<file path="config.mk">
export PLATFORM = sky130hd
export DESIGN_NAME = execUnit
export DESIGN_NICKNAME = d
export VERILOG_FILES = /design/src/cpuPkg.sv /design/src/execUnit.sv
export SDC_FILE = /design/constraint.sdc
export NUM_CORES = 1
export LEC_CHECK = 0
export ABC_AREA = 1
export BUFFER_PORTS_ARGS = -buffer_cell sky130_fd_sc_hd__buf_2
export CORE_ASPECT_RATIO = 1.75
export CORE_MARGIN = 2
export CORE_UTILIZATION = 30
export DETAILED_ROUTE_END_ITERATION = 12
export SYNTH_ARGS = -nofsm -noshare
export SYNTH_HDL_FRONTEND = slang
export SYNTH_SLANG_ARGS = --single-unit
</file>
<file path="constraint.sdc">
create_clock -name vclk -period 8.7
set_input_delay 2.61 -clock vclk [all_inputs]
set_output_delay 2.61 -clock vclk [all_outputs]
set_load 0.005 [all_outputs]
</file>
<file path="src/cpuPkg.sv">
package cpuPkg;

    ////////////////////////////////////////////////////////////
    // widths and depths
    ////////////////////////////////////////////////////////////
    localparam int dataWidth    = 32;
    localparam int regAddrWidth = 5;
    localparam int romDepth     = 256;
    localparam int ramDepth     = 256;
    localparam int ioDataWidth  = 16;
    localparam int ledWidth     = 24;

    // alu result bits [31:10] all ones select the io window
    localparam logic [21:0] ioBaseHigh = '1;
    localparam logic [31:0] switchAddr  = 32'hFFFF_FC70;
    localparam logic [31:0] ledLowAddr  = 32'hFFFF_FC60;
    localparam logic [31:0] ledHighAddr = 32'hFFFF_FC64;

    ////////////////////////////////////////////////////////////
    // opcodes and function codes
    ////////////////////////////////////////////////////////////
    localparam logic [5:0] opR     = 6'h00;
    localparam logic [5:0] opJ     = 6'h02;
    localparam logic [5:0] opJal   = 6'h03;
    localparam logic [5:0] opBeq   = 6'h04;
    localparam logic [5:0] opBne   = 6'h05;
    localparam logic [5:0] opAddi  = 6'h08;
    localparam logic [5:0] opAddiu = 6'h09;
    localparam logic [5:0] opSlti  = 6'h0a;
    localparam logic [5:0] opSltiu = 6'h0b;
    localparam logic [5:0] opAndi  = 6'h0c;
    localparam logic [5:0] opOri   = 6'h0d;
    localparam logic [5:0] opXori  = 6'h0e;
    localparam logic [5:0] opLui   = 6'h0f;
    localparam logic [5:0] opLw    = 6'h23;
    localparam logic [5:0] opSw    = 6'h2b;

    // shifts occupy funct 0..7
    localparam logic [5:0] fnSll  = 6'h00;
    localparam logic [5:0] fnSrl  = 6'h02;
    localparam logic [5:0] fnSra  = 6'h03;
    localparam logic [5:0] fnJr   = 6'h08;
    localparam logic [5:0] fnAdd  = 6'h20;
    localparam logic [5:0] fnAddu = 6'h21;
    localparam logic [5:0] fnSub  = 6'h22;
    localparam logic [5:0] fnSubu = 6'h23;
    localparam logic [5:0] fnAnd  = 6'h24;
    localparam logic [5:0] fnOr   = 6'h25;
    localparam logic [5:0] fnXor  = 6'h26;
    localparam logic [5:0] fnNor  = 6'h27;
    localparam logic [5:0] fnSlt  = 6'h2a;
    localparam logic [5:0] fnSltu = 6'h2b;

    ////////////////////////////////////////////////////////////
    // shared types
    ////////////////////////////////////////////////////////////
    typedef logic [dataWidth-1:0] word_t;

    // add for lw/sw, sub for beq/bne, funct or opcode otherwise
    typedef enum logic [1:0] {
        aluAdd  = 2'b00,
        aluSub  = 2'b01,
        aluFunc = 2'b10
    } aluOp_t;

    typedef struct packed {
        logic   jr;
        logic   regDst;
        logic   aluSrc;
        logic   regWrite;
        logic   memWrite;
        logic   memRead;
        logic   ioRead;
        logic   ioWrite;
        logic   memOrIoToReg;
        logic   branch;
        logic   nBranch;
        logic   jmp;
        logic   jal;
        logic   iFormat;
        logic   sftmd;
        aluOp_t aluOp;
    } ctrl_t;

endpackage
</file>
<file path="src/execUnit.sv">
module execUnit (
    input  cpuPkg::word_t  instr,
    input  cpuPkg::ctrl_t  ctrl,
    input  cpuPkg::word_t  readData1,
    input  cpuPkg::word_t  readData2,
    input  cpuPkg::word_t  signExt,
    input  cpuPkg::word_t  pcPlus4,
    output cpuPkg::word_t  aluResult,
    output logic           zero,
    output cpuPkg::word_t  branchTarget
);
    import cpuPkg::*;

    logic [5:0] opcode;
    logic [5:0] funct;
    logic [4:0] shamt;
    word_t      opB;

    assign opcode = instr[31:26];
    assign funct  = instr[5:0];

    // funct bit 2 picks the variable form
    assign shamt = funct[2] ? readData1[4:0] : instr[10:6];

    // immediate for i-format and lw/sw
    assign opB = ctrl.aluSrc ? signExt : readData2;

    ////////////////////////////////////////////////////////////
    // alu
    ////////////////////////////////////////////////////////////
    always_comb begin
        aluResult = '0;
        case (ctrl.aluOp)
            aluAdd: aluResult = readData1 + opB;
            aluSub: aluResult = readData1 - opB;
            aluFunc: begin
                if (ctrl.sftmd) begin
                    // shifter works on rt
                    case (funct[1:0])
                        fnSll[1:0]: aluResult = readData2 << shamt;
                        fnSrl[1:0]: aluResult = readData2 >> shamt;
                        fnSra[1:0]: aluResult = $signed(readData2) >>> shamt;
                        default:    aluResult = '0;
                    endcase
                end else if (ctrl.iFormat) begin
                    case (opcode)
                        opAddi, opAddiu: aluResult = readData1 + opB;
                        opSlti:  aluResult = {31'b0, $signed(readData1) < $signed(opB)};
                        opSltiu: aluResult = {31'b0, readData1 < opB};
                        opAndi:  aluResult = readData1 & opB;
                        opOri:   aluResult = readData1 | opB;
                        opXori:  aluResult = readData1 ^ opB;
                        opLui:   aluResult = {opB[15:0], 16'h0000};
                        default: aluResult = '0;
                    endcase
                end else begin
                    case (funct)
                        fnAdd, fnAddu: aluResult = readData1 + opB;
                        fnSub, fnSubu: aluResult = readData1 - opB;
                        fnAnd:  aluResult = readData1 & opB;
                        fnOr:   aluResult = readData1 | opB;
                        fnXor:  aluResult = readData1 ^ opB;
                        fnNor:  aluResult = ~(readData1 | opB);
                        fnSlt:  aluResult = {31'b0, $signed(readData1) < $signed(opB)};
                        fnSltu: aluResult = {31'b0, readData1 < opB};
                        // jr and unknown codes
                        default: aluResult = '0;
                    endcase
                end
            end
            default: aluResult = '0;
        endcase
    end

    // rs minus rt on branches
    assign zero = (aluResult == '0);

    // offset in words from the next instruction
    assign branchTarget = pcPlus4 + {signExt[29:0], 2'b00};

endmodule

</file>
# After elaboration in Yosys (flattened, before gate mapping)
# Cells that the tools add are included.
# Widths: inputs -> output; s select.
[word_totals]
regBits = 0
inputBits = 177
out_inout_bits = 65
elab_cells = 48
[classes]
add_sub_neg = 3
n_lt_le_gt_ge = 2
eq_ne = 22
shifts = 3
mux = 8
bitwise_logic = 4
n_reduce_logical = 6
[op_table]
columns = ["operator", "n"]
rows = [
  ["$pmux 32 s8", 1],
  ["$pmux 32 s7", 1],
  ["$pmux 32 s3", 2],
  ["$mux 32", 3],
  ["$add 32x32->32", 2],
  ["$lt 32x32->1", 2],
  ["$eq 6x6->1 const B", 10],
  ["$eq 6x4->1 const B", 8],
  ["$and 32x32->32", 1],
  ["$logic_not 32->1", 1],
  ["$not 32->32", 1],
  ["$or 32x32->32", 1],
  ["$shl 32x5->32", 1],
  ["$shr 32x5->32", 1],
  ["$sshr 32x5->32", 1],
  ["$sub 32x32->32", 1],
  ["$xor 32x32->32", 1],
  ["$eq 2x2->1 const B", 3],
  ["$reduce_or 2->1", 3],
  ["$mux 5", 1],
  ["$logic_not 2->1", 2],
  ["$eq 2x1->1 const B", 1],
]

# Longest topological paths before layout
[depth]
depth_word = 8
ltp_mapped = 30
depth_no_buf = 27

# Least setup slack after synthesis
# OpenSTA, ideal clock, no wires.
[synth_timing]
kind = "input port to output port"
from = "input port ctrl[14] (netlist bit)"
to = "output port zero"
arrival_time_ps = 5545
required_time_ps = 6090
setup_slack_ps = 545
stages = 26
n_path_buf = 4
cell_sequence = "buf_2 -> clkbuf_1 -> clkbuf_1 -> nand2_1 -> o21ai_0 -> ha_1 -> buf_2 -> nor2_1 -> inv_1 -> nor3_2 -> nand2_1 -> nor3_1 -> nand2_1 -> nand2_1 -> nand2_1 -> nand2_1 -> nand2_1 -> nand3_1 -> nand3_1 -> nand2_1 -> nand2_1 -> nand2_1 -> nand3_1 -> nor2_1 -> nand3_1 -> nor2_1"
[synth_via]
elab_chain_len = 8
elab_cells_between_ends = 15
cone_classes = "2 x add/sub; 2 x order compare; 6 x mux; 4 x bitwise; 1 x reduce/logical"
[synth_rtl]
columns = ["element", "line_no", "rtl"]
rows = [
  ["from (decl)", "execUnit.sv:3", "input cpuPkg::ctrl_t ctrl,"],
  ["$mux 32 *", "execUnit.sv:26", "assign opB = ctrl.aluSrc ? signExt : readData2;"],
  ["branches (longest 5 deep; another with $sub 32x32->32)", "--", ""],
  ["$pmux 32 s3 *", "execUnit.sv:33", "case (ctrl.aluOp)"],
  ["$logic_not 32->1 *", "execUnit.sv:76", "assign zero = (aluResult == '0);"],
  ["to (decl)", "execUnit.sv:9", "output logic zero,"],
]
# Every way passes the cells marked *.

# Worst setup path after layout
# Same ends and word-level chain as after synthesis.

==> run summary <==
Status: complete, no violations
Min-Delay Endpoint: branchTarget[0]
Min-Delay Path Class: input pin to primary output
WHS Path Cells: 0
CTS Hold Bufs: 0
Final std cells w/o fill: 4516
Final wirelength: 105 mm
Routed via count: 24662
Hold_sp: pcPlus4[0]
Boundary Pins: 242
NetSw: 1.20 mW
Multi-input gate area: 13900 µm²
Die Y: 297 µm
DP Wirelength: 85.6 mm
Vias in the first global route: 24281
P per Cell Area: 86.9 nW/µm²
Worst-path maximum fanout: 8
P&R area growth vs syn: 62.4%
Area contributors post-synth: nand2_1, nand3_1, ha_1
Crit end category: primary output
Register Area: 0 µm²
Number of synthesis warnings: 0
GRT Total Usage: 39.8%
First-pass GRT wire length: 148 mm
Leakage: 13.2 nW
Max-slew violations: 0
Int Pwr: 888 µW
Placed cells: 4456
Clock power frac: 0%
Share of cells above drive strength 1: 35.8%
Die ar.: 51100 µm²
Switching portion of total power: 57.4%
Finish-stage setup viols: 0
CP max stage delay: 0.31 ns
Worst VDD drop: 48.8 µV
Core box area: 48600 µm²
FMAX: 115 MHz
Drt pass-1 iters: 7
Std-Cell Rows: 107
Placement Setup Slack: -0.577 ns
Area leader, netlist: nand2_1
# clk buffers: 0
Syn Inst Count: 2984
Layout Nets: 4173
ANT nets after route: 0
Crit path arrival time: 6.06 ns
Residual DRC count: 0
Design Power: 2.08 mW
Layout Utilization: 49.3%
Largest net degree at the start of global routing: 35
Share of the synthesized area in the top cell type: 24.7%
Commonest cells post-synth: nand2_1, nand3_1, inv_1, nor2_1, a21oi_1
# port buffers: 211
Vias per Instance: 5.46
Final worst setup slack: 0.0292 ns
Final GP Congestion: 1.05
Required time worst endpoint: 6.09 ns
Routed len/inst: 23.2 µm
Max-Cap Viols: 0
Final Hold Viols: 0
Mapped Nets: 3299
Avg Inst Size Synth: 4.95 µm²
Logic pwr share: 100.0%
Measured slew at the worst slew-check pin: 0.753 ns
RSZ-0062 raised after global routing: yes
Initial drt markers: 1983
Initial core utilization: 30.4%
Post-synthesis sequential area ratio: 0%
Initial antenna violation count: 10
Die width: 172 µm
Fillers: 5408
Post-synth cell types: 52
Startpoint types: input pin
Final worst-path cycle share: 99.7%
Synth Cell Area: 14800 µm²
Global route total overflow: 0
Seq Cell Count: 0
Critical path class: input pin to primary output
CP max-delay cell: ha_1
Most frequent CP cell: nand2_2
Rel. slew slack: 49.8%
Most frequent cell after synthesis: nand2_1
Final min period: 8.67 ns
Sequential share of power: 0%
## timing repair
action / CTS / global route
endpoints found under the setup margin: 2 / 4
pin swaps: 23 / 106
buffers inserted: 17 / 35
gates cloned: 2 / 2
hold endpoints to repair: 0 / 0
resized for setup: 168 / 290
## worst max-delay path: cells and delay by family
family                   cells  cell delay (ns)
buffers and inverters        6             1.02
AND/OR/NAND/NOR             17             1.82
AO/OA/AOI/OAI                1             0.30
adder cells (fa/ha/maj)      1             0.31
## power by group through the flow
stage	Sequential (mW)	Combinational (mW)	Clock, mW
6_report	0	2.08	0.0000000132
3_5_place_dp	0	1.80	0
3_3_place_gp	0	1.79	0
2_1_floorplan	0	0.817	0
4_1_cts	0	1.88	0
5_1_grt	0	2.21	0.0000000154
## kinds of logic (layout without fill, tap and decap cells)
logic type      count (synthesis)  in the layout  share of synthesized area [%]
compound gates                454            454                           18.3
xor+xnor                       49             49                           2.91
fa+ha+maj                     138            138                           11.8
buf+inv                       587           1459                           16.6
other cells                     0              6                              0
simple gates                 1756           1756                           50.4
## final cells by class
| cell class | instances | share of cell area, % |
|---|---|---|
| Antenna cell | 6 | 0.0626 |
| Inverter | 452 | 7.10 |
| Multi-Input combinational cell | 2397 | 58.0 |
| Tap cell | 654 | 3.41 |
| Timing Repair Buffer | 1007 | 31.4 |
## worst max path at each step
stage                  start  cells past startpoint            to  slack (ns)
floorplan           ctrl[14]                     26          zero        0.55
global placement    ctrl[14]                     25          zero       -0.57
detailed placement  ctrl[14]                     25          zero       -0.58
CTS                 ctrl[14]                     29          zero       0.002
global route        ctrl[14]                     30  aluResult[0]       -0.10
finish              ctrl[14]                     25          zero        0.03
## cells in the final DEF, fill, tap and decap left out, types with 23 or more instances in the layout
cell | netlist | layout
nand2_1 | 971 | 869
buf_4 | 18 | 743
nand3_1 | 483 | 448
inv_1 | 434 | 416
buf_2 | 55 | 210
nor2_1 | 209 | 146
ha_1 | 135 | 105
a21oi_1 | 143 | 100
nand2_2 | 6 | 96
o21ai_0 | 111 | 75
o22ai_1 | 58 | 58
nor2_2 | 3 | 47
o21ai_1 | 28 | 44
a21oi_2 | 1 | 40
nand4_1 | 40 | 40
nand3_2 | 7 | 39
xor2_1 | 38 | 38
inv_2 | 14 | 30
ha_4 | 0 | 27
buf_12 | 0 | 26
buf_6 | 14 | 23
## per-stage QoR
step / setup TNS, ns / cell area (µm²) / hold slack, ns
2_1_floorplan: 0 / 14800 / 5.30
3_3_place_gp: -0.659 / 21700 / 5.22
3_5_place_dp: -0.671 / 21700 / 5.22
4_1_cts: 0 / 22600 / 5.22
5_1_grt: -0.204 / 24000 / 5.22
6_report: 0 / 24000 / 5.22
## routing by layer
metal	GRT usage, %	wire length (µm)	vias up
li1	-	-	11509
met1	36.7	32700	11258
met2	68.8	50100	1285
met3	7.58	7200	606
met4	43.3	14900	4
met5	0	29	-
(Power assumes the default switching activity.)
