==> src/cpuPkg.sv <==
package cpuPkg;

    ////////////////////////////////////////////////////////////
    // widths and depths
    ////////////////////////////////////////////////////////////
    localparam int dataWidth    = 32;
    localparam int regAddrWidth = 5;
    localparam int romDepth     = 256;
    localparam int ramDepth     = 256;
    localparam int ioDataWidth  = 16;
    localparam int ledWidth     = 24;

    // alu result bits [31:10] all ones select the io window
    localparam logic [21:0] ioBaseHigh = '1;
    localparam logic [31:0] switchAddr  = 32'hFFFF_FC70;
    localparam logic [31:0] ledLowAddr  = 32'hFFFF_FC60;
    localparam logic [31:0] ledHighAddr = 32'hFFFF_FC64;

    ////////////////////////////////////////////////////////////
    // opcodes and function codes
    ////////////////////////////////////////////////////////////
    localparam logic [5:0] opR     = 6'h00;
    localparam logic [5:0] opJ     = 6'h02;
    localparam logic [5:0] opJal   = 6'h03;
    localparam logic [5:0] opBeq   = 6'h04;
    localparam logic [5:0] opBne   = 6'h05;
    localparam logic [5:0] opAddi  = 6'h08;
    localparam logic [5:0] opAddiu = 6'h09;
    localparam logic [5:0] opSlti  = 6'h0a;
    localparam logic [5:0] opSltiu = 6'h0b;
    localparam logic [5:0] opAndi  = 6'h0c;
    localparam logic [5:0] opOri   = 6'h0d;
    localparam logic [5:0] opXori  = 6'h0e;
    localparam logic [5:0] opLui   = 6'h0f;
    localparam logic [5:0] opLw    = 6'h23;
    localparam logic [5:0] opSw    = 6'h2b;

    // shifts occupy funct 0..7
    localparam logic [5:0] fnSll  = 6'h00;
    localparam logic [5:0] fnSrl  = 6'h02;
    localparam logic [5:0] fnSra  = 6'h03;
    localparam logic [5:0] fnJr   = 6'h08;
    localparam logic [5:0] fnAdd  = 6'h20;
    localparam logic [5:0] fnAddu = 6'h21;
    localparam logic [5:0] fnSub  = 6'h22;
    localparam logic [5:0] fnSubu = 6'h23;
    localparam logic [5:0] fnAnd  = 6'h24;
    localparam logic [5:0] fnOr   = 6'h25;
    localparam logic [5:0] fnXor  = 6'h26;
    localparam logic [5:0] fnNor  = 6'h27;
    localparam logic [5:0] fnSlt  = 6'h2a;
    localparam logic [5:0] fnSltu = 6'h2b;

    ////////////////////////////////////////////////////////////
    // shared types
    ////////////////////////////////////////////////////////////
    typedef logic [dataWidth-1:0] word_t;

    // add for lw/sw, sub for beq/bne, funct or opcode otherwise
    typedef enum logic [1:0] {
        aluAdd  = 2'b00,
        aluSub  = 2'b01,
        aluFunc = 2'b10
    } aluOp_t;

    typedef struct packed {
        logic   jr;
        logic   regDst;
        logic   aluSrc;
        logic   regWrite;
        logic   memWrite;
        logic   memRead;
        logic   ioRead;
        logic   ioWrite;
        logic   memOrIoToReg;
        logic   branch;
        logic   nBranch;
        logic   jmp;
        logic   jal;
        logic   iFormat;
        logic   sftmd;
        aluOp_t aluOp;
    } ctrl_t;

endpackage
==> src/controlUnit.sv <==
module controlUnit (
    input  cpuPkg::word_t  instr,
    input  logic [21:0]    aluResultHigh,
    output cpuPkg::ctrl_t  ctrl
);
    import cpuPkg::*;

    logic [5:0] opcode;
    logic [5:0] funct;
    logic       rFormat;
    logic       iFormat;
    logic       isLw;
    logic       isSw;
    logic       isJr;
    logic       ioHit;

    assign opcode = instr[31:26];
    assign funct  = instr[5:0];

    ////////////////////////////////////////////////////////////
    // instruction classes
    ////////////////////////////////////////////////////////////
    assign rFormat = (opcode == opR);
    // addi through lui share opcode prefix 001
    assign iFormat = (opcode[5:3] == 3'b001);
    assign isLw    = (opcode == opLw);
    assign isSw    = (opcode == opSw);
    assign isJr    = rFormat && (funct == fnJr);

    // effective address falls in the io window
    assign ioHit = (aluResultHigh == ioBaseHigh);

    ////////////////////////////////////////////////////////////
    // control fields
    ////////////////////////////////////////////////////////////
    always_comb begin
        ctrl          = '0;
        ctrl.jr       = isJr;
        // rd for r-format and rt otherwise
        ctrl.regDst   = rFormat;
        ctrl.aluSrc   = iFormat || isLw || isSw;
        ctrl.regWrite = (rFormat && !isJr) || iFormat || isLw || (opcode == opJal);

        // loads and stores split between ram and io
        ctrl.memWrite     = isSw && !ioHit;
        ctrl.ioWrite      = isSw && ioHit;
        ctrl.memRead      = isLw && !ioHit;
        ctrl.ioRead       = isLw && ioHit;
        ctrl.memOrIoToReg = isLw;

        ctrl.branch  = (opcode == opBeq);
        ctrl.nBranch = (opcode == opBne);
        ctrl.jmp     = (opcode == opJ);
        ctrl.jal     = (opcode == opJal);
        ctrl.iFormat = iFormat;

        // sll through srav
        ctrl.sftmd = rFormat && (funct[5:3] == 3'b000);

        if (rFormat || iFormat) begin
            ctrl.aluOp = aluFunc;
        end else if (ctrl.branch || ctrl.nBranch) begin
            ctrl.aluOp = aluSub;
        end else begin
            ctrl.aluOp = aluAdd;
        end
    end

endmodule

==> config.mk <==
export PLATFORM = sky130hd
export DESIGN_NAME = controlUnit
export DESIGN_NICKNAME = d
export VERILOG_FILES = /design/src/cpuPkg.sv /design/src/controlUnit.sv
export SDC_FILE = /design/constraint.sdc
export NUM_CORES = 1
export LEC_CHECK = 0
export BUFFER_PORTS_ARGS = -buffer_cell sky130_fd_sc_hd__buf_4
export CORE_MARGIN = 8
export CORE_UTILIZATION = 20
export DETAILED_ROUTE_END_ITERATION = 16
export PLACE_DENSITY_LB_ADDON = 0.2
export SLEW_MARGIN = 20
export SYNTH_ARGS = -nofsm -noshare
export SYNTH_HDL_FRONTEND = slang
export SYNTH_SLANG_ARGS = --single-unit
==> constraint.sdc <==
create_clock -name vclk -period 1.4
set_clock_uncertainty 0.2 [all_clocks]
set_input_delay 0.14 -clock vclk [all_inputs]
set_output_delay 0.14 -clock vclk [all_outputs]
set_load 0.05 [all_outputs]
======== Word-level counts from Yosys, hierarchy flattened ========
Cells that the tools add are included.
Widths: inputs -> output; s select.
word-level totals
  flip-flop bits (word level) ............. 0
  bits in latches ......................... 0
  bits in writable memories ............... 0
  bits in read-only memories .............. 0
  input bits .............................. 54
  output and inout bits ................... 17
  memories ................................ 0
cells by class
  add/sub/neg operators ................... 0
  multipliers ............................. 0
  divide/modulo/power cells ............... 0
  order comparisons ....................... 0
  equality and inequality tests ........... 9
  shift-type cells ........................ 0
  mux-type cells .......................... 2
  bitwise logic cells ..................... 0
  reduce and logical (&&, ||, !) cells .... 18
operator list
  kind                  number
  $eq 22x22->1 const B  1
  $eq 6x2->1 const B    2
  $eq 6x3->1 const B    2
  $eq 6x6->1 const B    2
  $logic_and 1x1->1     7
  $logic_or 1x1->1      7
  $eq 6x4->1 const B    1
  $logic_not 6->1       1
  $eq 3x1->1 const B    1
  $logic_not 3->1       1
  $logic_not 1->1       2
  $mux 2                1
  $mux 1                1

======== Longest topological paths before layout ========
Gate-level depths: netlist of run 1.
  word-level depth ........................ 7
  mapped depth ............................ 4
  mapped depth without buffers ............ 4

======== Least setup slack after synthesis of run 1 ========
No wires, ideal clock.
  path kind ............................... input-to-output
  from .................................... input port instr[31]
  to ...................................... output port ctrl[7] in the netlist's numbering
  arrival time ............................ 2.661 ns
  data required time ...................... 1.060 ns
  setup slack ............................. -1.601 ns
  stages on the path ...................... 3
  buffers on the path ..................... 0
  cells stage by stage .................... nor2_1 -> nor4bb_1 -> nor2b_1
RTL lines
  item                RTL line          text
  start: declaration  controlUnit.sv:2  input cpuPkg::word_t instr,
  end: declaration    controlUnit.sv:4  output cpuPkg::ctrl_t ctrl

==> flow_summary_export.csv, run 1 <==
group,metric,value,unit
status,run_status,"complete, but fails checks",
status,violations,"setup timing",
floorplanning,rows,13,
placed_design,dpl_cell_area,845,µm²
synth,yosysSeqAreaShare,0,
placed_design,numPortBuffers,51,
cells_and_area,antennaDiodeCount,0,
power,p_seq_frac,0,
min_path,min_to,"ctrl[2]",
power,sw_frac_of_total,0.429,
min_path,hold_depth,3,
setup_path,crit_type,"in2out",
floorplanning,coreArea,1280,µm²
cells_and_area,design_area,1010,µm²
detailed_routing,via_per_inst,4.83,
sta,hold_viol_final,0,
detailed_routing,drt_iter0_drc,1,
cells_and_area,final_cell_mix,"buf_4, buf_6, buf_8, nand4_1",
run,maxCapViolCount,0,
synth,synth.net_count,94,
placed_design,dp_hpwl,1510,µm
power,power_frac_clock,0,
global_routing,grt_use_total,0.120,
synth,yosys_warnings,0,
cells_and_area,nets,158,
global_routing,grt_max_degree,7,
detailed_routing,finalWirelength,1880,µm
global_routing,grt_pass1_wl,2730,µm
sta,worstMarginPinSlew,0.256,ns
power,p_int,124,µW
cells_and_area,final_common_cell,"buf_4",
power,combPwrFrac,1.000,
sta,fin_crit_sh,1.31,
synth,synth_cells,40,
floorplanning,fp.dieW,52.8,µm
floorplanning,io_pins,71,
min_path,hold_path_class,"in2out",
power,power,216,µW
global_routing,grt_antenna_before_repair,0,
detailed_routing,drc,0,
setup_path,critPathArrivalTime,1.50,ns
sta,maxSlewViolCount,0,
global_routing,first_global_vias,594,
cells_and_area,regArea,0,µm²
synth,yosysUniqueCellTypes,25,
sta,rsz0062_at_grt,"yes",
sta,setup-violations-final,14,
sta,fin_crit,1.84,ns
cells_and_area,postLayoutCoreUtil,0.784,
sta,layout_setup_ws,-0.440,ns
synth,syn_area,270,µm²
floorplanning,initial_core_util,0.210,
placed_design,gp_congestion,0.702,
min_path,min-delay-start,"instr[3]",
cts,cts-hold-fix-buffers,0,
setup_path,end_kind,"output pin",
detailed_routing,via_count,565,
floorplanning,dieArea,2780,µm²
power,p_leak,0.474,nW
cells_and_area,n_sequential_cell,0,
setup_path,crit_fanout,3,
cells_and_area,nClkBuffers,0,
cells_and_area,drive_gt1_frac,0.863,
global_routing,grt_overflow,0,
floorplanning,die_h,52.8,µm
power,ir_drop,154,µV
sta,maxSlewHeadroom,0.828,
detailed_routing,dr.pass1.iters,4,
power,net-switching-power,92.7,µW
synth,postSynthAreaPerCell,6.76,µm²
detailed_routing,drtAntennaViolNets,0,
detailed_routing,wire_per_inst,16.1,µm
setup_path,cp.required,1.06,ns
cells_and_area,synthToLayoutAreaGrowth,273,%
setup_path,startpoint_type,"input port",
sta,fmax,544,MHz
power,p_per_area,215,nW/µm²
[power by group through the flow]
| stage | combinational (mW) | sequential [mW] | clock [mW] |
|---|---|---|---|
| after floorplan | 0.0678 | 0 | 0 |
| after global placement | 0.186 | 0 | 0 |
| after detailed placement | 0.189 | 0 | 0 |
| after CTS | 0.205 | 0 | 0 |
| after global routing | 0.227 | 0 | 0 |
| final | 0.216 | 0 | 0 |
[synthesized netlist by cell type (2+ instances only)]
library cell | instances | area (µm²)
and2_1 | 2 | 12.5
nor2_1 | 5 | 18.8
buf_4 | 4 | 30.0
nand4_1 | 5 | 31.3
nand2_1 | 3 | 11.3
a21oi_1 | 2 | 10.0
[layout make-up]
type                            instances  area (µm²)
Timing Repair Buffer                   66         601
Tap cell                               15        18.8
Fill cell                              82         278
Inverter                                1        6.26
Multi-Input combinational cell         35         382
[cells by family after synthesis]
kind of cell | count (synthesis) | synth area share
and+or+nand+nor | 30 | 0.741
AOI/OAI and AO/OA | 5 | 0.134
buffers and inverters | 5 | 0.125
[critical path, stage by stage]
cell and delay [ns]:
buf_6 0.09, or4_4 0.52, or3_4 0.38, inv_4 0.09, o2bb2ai_4 0.12, buf_8 0.16
[worst max-delay path by stage]
stage	start	endpoint	cells past startpoint
3_3_place_gp	instr[31]	ctrl[13]	6
2_1_floorplan	instr[31]	ctrl[2]	3
4_1_cts	instr[31]	ctrl[13]	6
5_1_grt	instr[31]	ctrl[13]	6
3_5_place_dp	instr[31]	ctrl[13]	6
6_report	instr[31]	ctrl[13]	6
[through the flow]
stage	setup slack (ns)	std cells	TNS, ns	hold WS, ns
finish	-0.440	117	-3.50	0.357
global route	-0.466	117	-3.98	0.369
CTS	-0.442	116	-3.57	0.360
detailed placement	-0.515	114	-4.52	0.394
global placement	-0.505	114	-4.36	0.390
floorplan	-0.523	40	-2.96	0.146
[repair_timing]
| action | CTS | global route |
|---|---|---|
| endpoints found under the setup margin | 15 | 15 |
| pin swaps | 3 | 3 |
| cloned | 0 | 0 |
| setup buffers | 3 | 1 |
| gates resized for setup | 23 | 12 |
[per-layer routing]
layer | GRT usage | vias to the layer above | part of all wire
li1 | - | 277 | -
met3 | 0.0284 | 0 | 0.082
met4 | 0 | 0 | 0
met1 | 0.141 | 266 | 0.39
met5 | 0 | - | 0
met2 | 0.225 | 22 | 0.53
Note: power is estimated with default switching activity, not from simulation.
==> run 2: changes to the inputs <==
Settings changed: BUFFER_PORTS_ARGS -buffer_cell sky130_fd_sc_hd__buf_4 to default, CORE_AREA from default to 8 8 45 47, CORE_MARGIN 8 to default, CORE_UTILIZATION 20 to default, DIE_AREA from default to 0 0 53 55, DONT_BUFFER_PORTS from default to 1.
==> run 2 against run 1 <==
Effect of this change:
- hold slack worse by 0.16 ns
- critical path depth down 2
- global-route usage down 3.1 points
- die area up 4.7%
- largest cell class is now multi-input combinational cells
- via count down 31%
- first-iteration DRC count down 100%
- core utilization down 35 points
- the flow still finishes with violations (setup timing)
- total power down 60%
- largest power group unchanged
- cell area down 40%
- fmax up 5.2%
- setup slack better by 0.092 ns
==> flow_summary_export.csv, run 2 (synthesis gave the netlist of run 1 again) <==
group,metric,value,unit
setup_path,startpoint_type,"input port",
cells_and_area,postLayoutCoreUtil,0.435,
detailed_routing,wire_per_inst,21.6,µm
global_routing,grt_antenna_before_repair,0,
cells_and_area,regArea,0,µm²
setup_path,critPathArrivalTime,1.41,ns
floorplanning,io_pins,71,
setup_path,end_kind,"output pin",
detailed_routing,drtAntennaViolNets,0,
min_path,hold_depth,1,
floorplanning,coreArea,1380,µm²
placed_design,gp_congestion,0.898,
power,p_per_area,145,nW/µm²
setup_path,crit_type,"in2out",
sta,fin_crit,1.75,ns
sta,maxSlewHeadroom,0.759,
power,ir_drop,53.6,µV
placed_design,dp_hpwl,1350,µm
min_path,hold_path_class,"in2out",
detailed_routing,via_per_inst,5.65,
cells_and_area,nets,109,
floorplanning,fp.dieW,53,µm
global_routing,first_global_vias,467,
cells_and_area,drive_gt1_frac,0.736,
global_routing,grt_overflow,0,
min_path,min-delay-start,"instr[30]",
run,maxCapViolCount,0,
detailed_routing,finalWirelength,1490,µm
cells_and_area,final_cell_mix,"buf_4, nand4_1, buf_12",
cells_and_area,final_common_cell,"buf_4",
detailed_routing,dr.pass1.iters,1,
power,p_leak,0.226,nW
sta,hold_viol_final,0,
detailed_routing,drt_iter0_drc,0,
global_routing,grt_max_degree,8,
floorplanning,initial_core_util,0.195,
detailed_routing,drc,0,
setup_path,cp.required,1.06,ns
status,run_status,"complete, but fails checks",
cells_and_area,n_sequential_cell,0,
placed_design,numPortBuffers,0,
cells_and_area,nClkBuffers,0,
sta,setup-violations-final,8,
min_path,min_to,"ctrl[13]",
sta,worstMarginPinSlew,0.361,ns
sta,rsz0062_at_grt,"yes",
sta,fmax,572,MHz
cells_and_area,fin_cells,69,
floorplanning,die_h,55,µm
global_routing,grt_pass1_wl,2080,µm
sta,fin_crit_sh,1.25,
cells_and_area,synthToLayoutAreaGrowth,123,%
sta,maxSlewViolCount,0,
global_routing,grt_use_total,0.0899,
floorplanning,dieArea,2920,µm²
detailed_routing,via_count,390,
floorplanning,rows,14,
status,violations,"setup timing",
sta,layout_setup_ws,-0.348,ns
cells_and_area,antennaDiodeCount,0,
setup_path,crit_fanout,4,
placed_design,place_inst,67,
-- run 2: cell count changes in the layout (fill, tap and decap cells not counted), sizes merged --
cell,change
buf,-49
-- run 2: power breakdown --
group	total (mW)	switching [mW]	internal, mW
Clock	0	0	0
Sequential	0	0	0
Combinational	0.0873	0.0500	0.0373
Total	0.0873	0.0500	0.0373
-- run 2: worst max-delay path by stage --
stage                    to  depth (start not counted)       from
global route        ctrl[2]                          4  instr[31]
floorplan           ctrl[2]                          3  instr[31]
finish              ctrl[2]                          4  instr[31]
CTS                 ctrl[2]                          4  instr[31]
detailed placement  ctrl[2]                          4  instr[31]
global placement    ctrl[2]                          4  instr[31]
-- run 2: layout make-up --
cell class                      count  area, µm²
Timing Repair Buffer               17        204
Fill cell                         125        782
Multi-Input combinational cell     35        374
Inverter                            1       3.75
Tap cell                           16       20.0
-- run 2: timing repair --
item                                   in CTS  in global routing
buffers inserted                            2                  0
endpoints found under the hold margin       0                  0
hold buffers                                0                  0
pin swaps                                   2                  0
gates cloned                                0                  0
gates resized for setup                    11                  0
setup endpoints to repair                  10                  9
-- run 2: routing by layer --
metal  vias to the layer above  track usage  wire length [µm]
met5                         -            0                 0
met4                         0       0.0129                10
met3                         2       0.0428               228
met2                        35        0.189               841
met1                       176       0.0739               407
li1                        177            -                 -
-- run 2: per-stage QoR --
| step | setup slack [ns] | power, mW | instance area (µm²) | hold slack (ns) | TNS (ns) |
|---|---|---|---|---|---|
| floorplan | -0.523 | 0.0678 | 390 | 0.146 | -2.96 |
| global placement | -0.343 | 0.0800 | 541 | 0.199 | -1.85 |
| detailed placement | -0.354 | 0.0810 | 541 | 0.200 | -2.08 |
| CTS | -0.354 | 0.0879 | 602 | 0.200 | -2.00 |
| global route | -0.375 | 0.0915 | 602 | 0.201 | -2.21 |
| finish | -0.348 | 0.0873 | 602 | 0.198 | -1.95 |
-- run 2: critical path: stages --
cell    delay (ns)
or4_4         0.52
or3_4         0.38
nor4_4        0.19
buf_12        0.18
==> run 3: changes to the inputs <==
==> constraint.sdc (replaced) <==
create_clock -name vclk -period 1.4
set_clock_uncertainty 0.2 [all_clocks]
set_input_delay 0.14 -clock vclk [all_inputs]
set_output_delay 0.14 -clock vclk [all_outputs]
set_load 0.02 [all_outputs]
==> run 3 against run 2 <==
Effect of this change:
- the run still ends with setup timing left
- critical path depth did not move
- die area did not move
- global-route usage fell by 2.7 points
- cell count fell by 4.3%
- sequential cell count did not move
- combinational power fell by 37%
- total power fell by 37%
- fmax rose by 4.6%
- largest power group unchanged
==> flow_summary_export.csv, run 3 (synthesis gave the netlist of run 1 again) <==
group,metric,value,unit
status,run_status,"complete, but fails checks",
status,violations,"setup timing",
floorplanning,dieArea,2920,µm²
sta,maxSlewHeadroom,0.820,
run,maxCapViolCount,0,
setup_path,startpoint_type,"input port",
cells_and_area,final_cell_mix,"buf_4, nand4_1, nor2_1, nand2_1, and2_1",
detailed_routing,dr.pass1.iters,2,
global_routing,grt_antenna_before_repair,0,
floorplanning,fp.dieW,53,µm
cells_and_area,synthToLayoutAreaGrowth,62.5,%
placed_design,gp_congestion,0.642,
setup_path,crit_end,"ctrl[2]",
sta,hold_viol_final,0,
cells_and_area,fillers,157,
setup_path,crit_type,"in2out",
cells_and_area,nets,106,
cells_and_area,n_sequential_cell,0,
floorplanning,rows,14,
sta,tns,-1.27,ns
sta,worstMarginPinSlew,0.266,ns
cells_and_area,final_common_cell,"buf_4",
global_routing,grt_overflow,0,
setup_path,end_kind,"output pin",
detailed_routing,drtAntennaViolNets,0,
min_path,hold_path_class,"in2out",
cts,cts-hold-fix-buffers,0,
floorplanning,initial_core_util,0.195,
global_routing,first_global_vias,373,
power,p_leak,0.170,nW
cells_and_area,regArea,0,µm²
power,ir_drop,49.5,µV
cells_and_area,drive_gt1_frac,0.580,
sta,layout_setup_ws,-0.271,ns
sta,maxSlewViolCount,0,
floorplanning,die_h,55,µm
setup_path,cp.required,1.06,ns
detailed_routing,drt_iter0_drc,1,
detailed_routing,wire_per_inst,17.9,µm
placed_design,numPortBuffers,0,
setup_path,critPathArrivalTime,1.33,ns
sta,fmax,599,MHz
detailed_routing,drc,0,
placed_design,dp_hpwl,1070,µm
placed_design,place_inst,65,
sta,rsz0062_at_grt,"yes",
power,p_per_area,125,nW/µm²
cells_and_area,antennaDiodeCount,0,
detailed_routing,finalWirelength,1180,µm
setup_path,crit_start,"instr[31]",
sta,setup-violations-final,7,
sta,fin_crit_sh,1.19,
setup_path,crit_fanout,4,
detailed_routing,via_count,368,
cells_and_area,nClkBuffers,0,
sta,fin_crit,1.67,ns
cells_and_area,fin_cells,66,
global_routing,grt_use_total,0.0627,
global_routing,grt_max_degree,8,
power,power,54.9,µW
global_routing,grt_pass1_wl,1510,µm
floorplanning,io_pins,71,
floorplanning,coreArea,1380,µm²
detailed_routing,via_per_inst,5.58,
[run 3: cell count changes in the layout (fill, tap and decap cells not counted), moves of 2 or more]
| cell | change |
|---|---|
| buf_4 | +5 |
| buf_12 | -4 |
| buf_8 | -2 |
| buf_6 | -2 |
[run 3: report_power, final]
group,internal [mW],switching (mW),total (mW),leakage [nW]
combinational,0.0287,0.0262,0.0549,0.170
clock,0,0,0,0
sequential,0,0,0,0
[run 3: area by class of cell]
cell class / instances / area (µm²) / share of cell area
Multi-Input combinational cell: 35 / 307 / 0.698
Timing Repair Buffer: 14 / 109 / 0.248
Tap cell: 16 / 20.0 / 0.0456
Inverter: 1 / 3.75 / 0.00855
[run 3: worst min-delay path by stage]
stage | startpoint | end | slack [ns] | depth (start not counted)
6_report | instr[30] | ctrl[13] | 0.15 | 1
3_5_place_dp | instr[30] | ctrl[13] | 0.17 | 1
2_1_floorplan | instr[3] | ctrl[2] | 0.12 | 1
4_1_cts | instr[30] | ctrl[13] | 0.15 | 1
3_3_place_gp | instr[30] | ctrl[13] | 0.17 | 1
5_1_grt | instr[30] | ctrl[13] | 0.15 | 1
[run 3: worst max-delay path: stages]
cell,delay [ns]
or4_4,0.51
or3_4,0.37
nor4_4,0.13
buf_4,0.17
[run 3: layer usage]
metal  GRT usage  routed length (µm)
met1      0.0709                 375
met2       0.115                 485
met3      0.0241                 318
met4           0                   0
met5           0                   0
[run 3: stage by stage]
stage / hold slack (ns) / area [µm²] / worst slack [ns] / util
after CTS: 0.147 / 415 / -0.283 / 0.300
after global placement: 0.168 / 398 / -0.271 / 0.288
final: 0.146 / 439 / -0.271 / 0.317
after floorplan: 0.117 / 314 / -0.246 / -
after detailed placement: 0.168 / 398 / -0.278 / 0.288
after global routing: 0.150 / 439 / -0.311 / 0.317
[run 3: repair_timing]
item                       in CTS  in global routing
gates cloned                    0                  0
setup endpoints to repair       7                  9
resized for setup               2                  4
setup buffers                   0                  1
pin swaps                       1                  2
hold endpoints to repair        0                  0
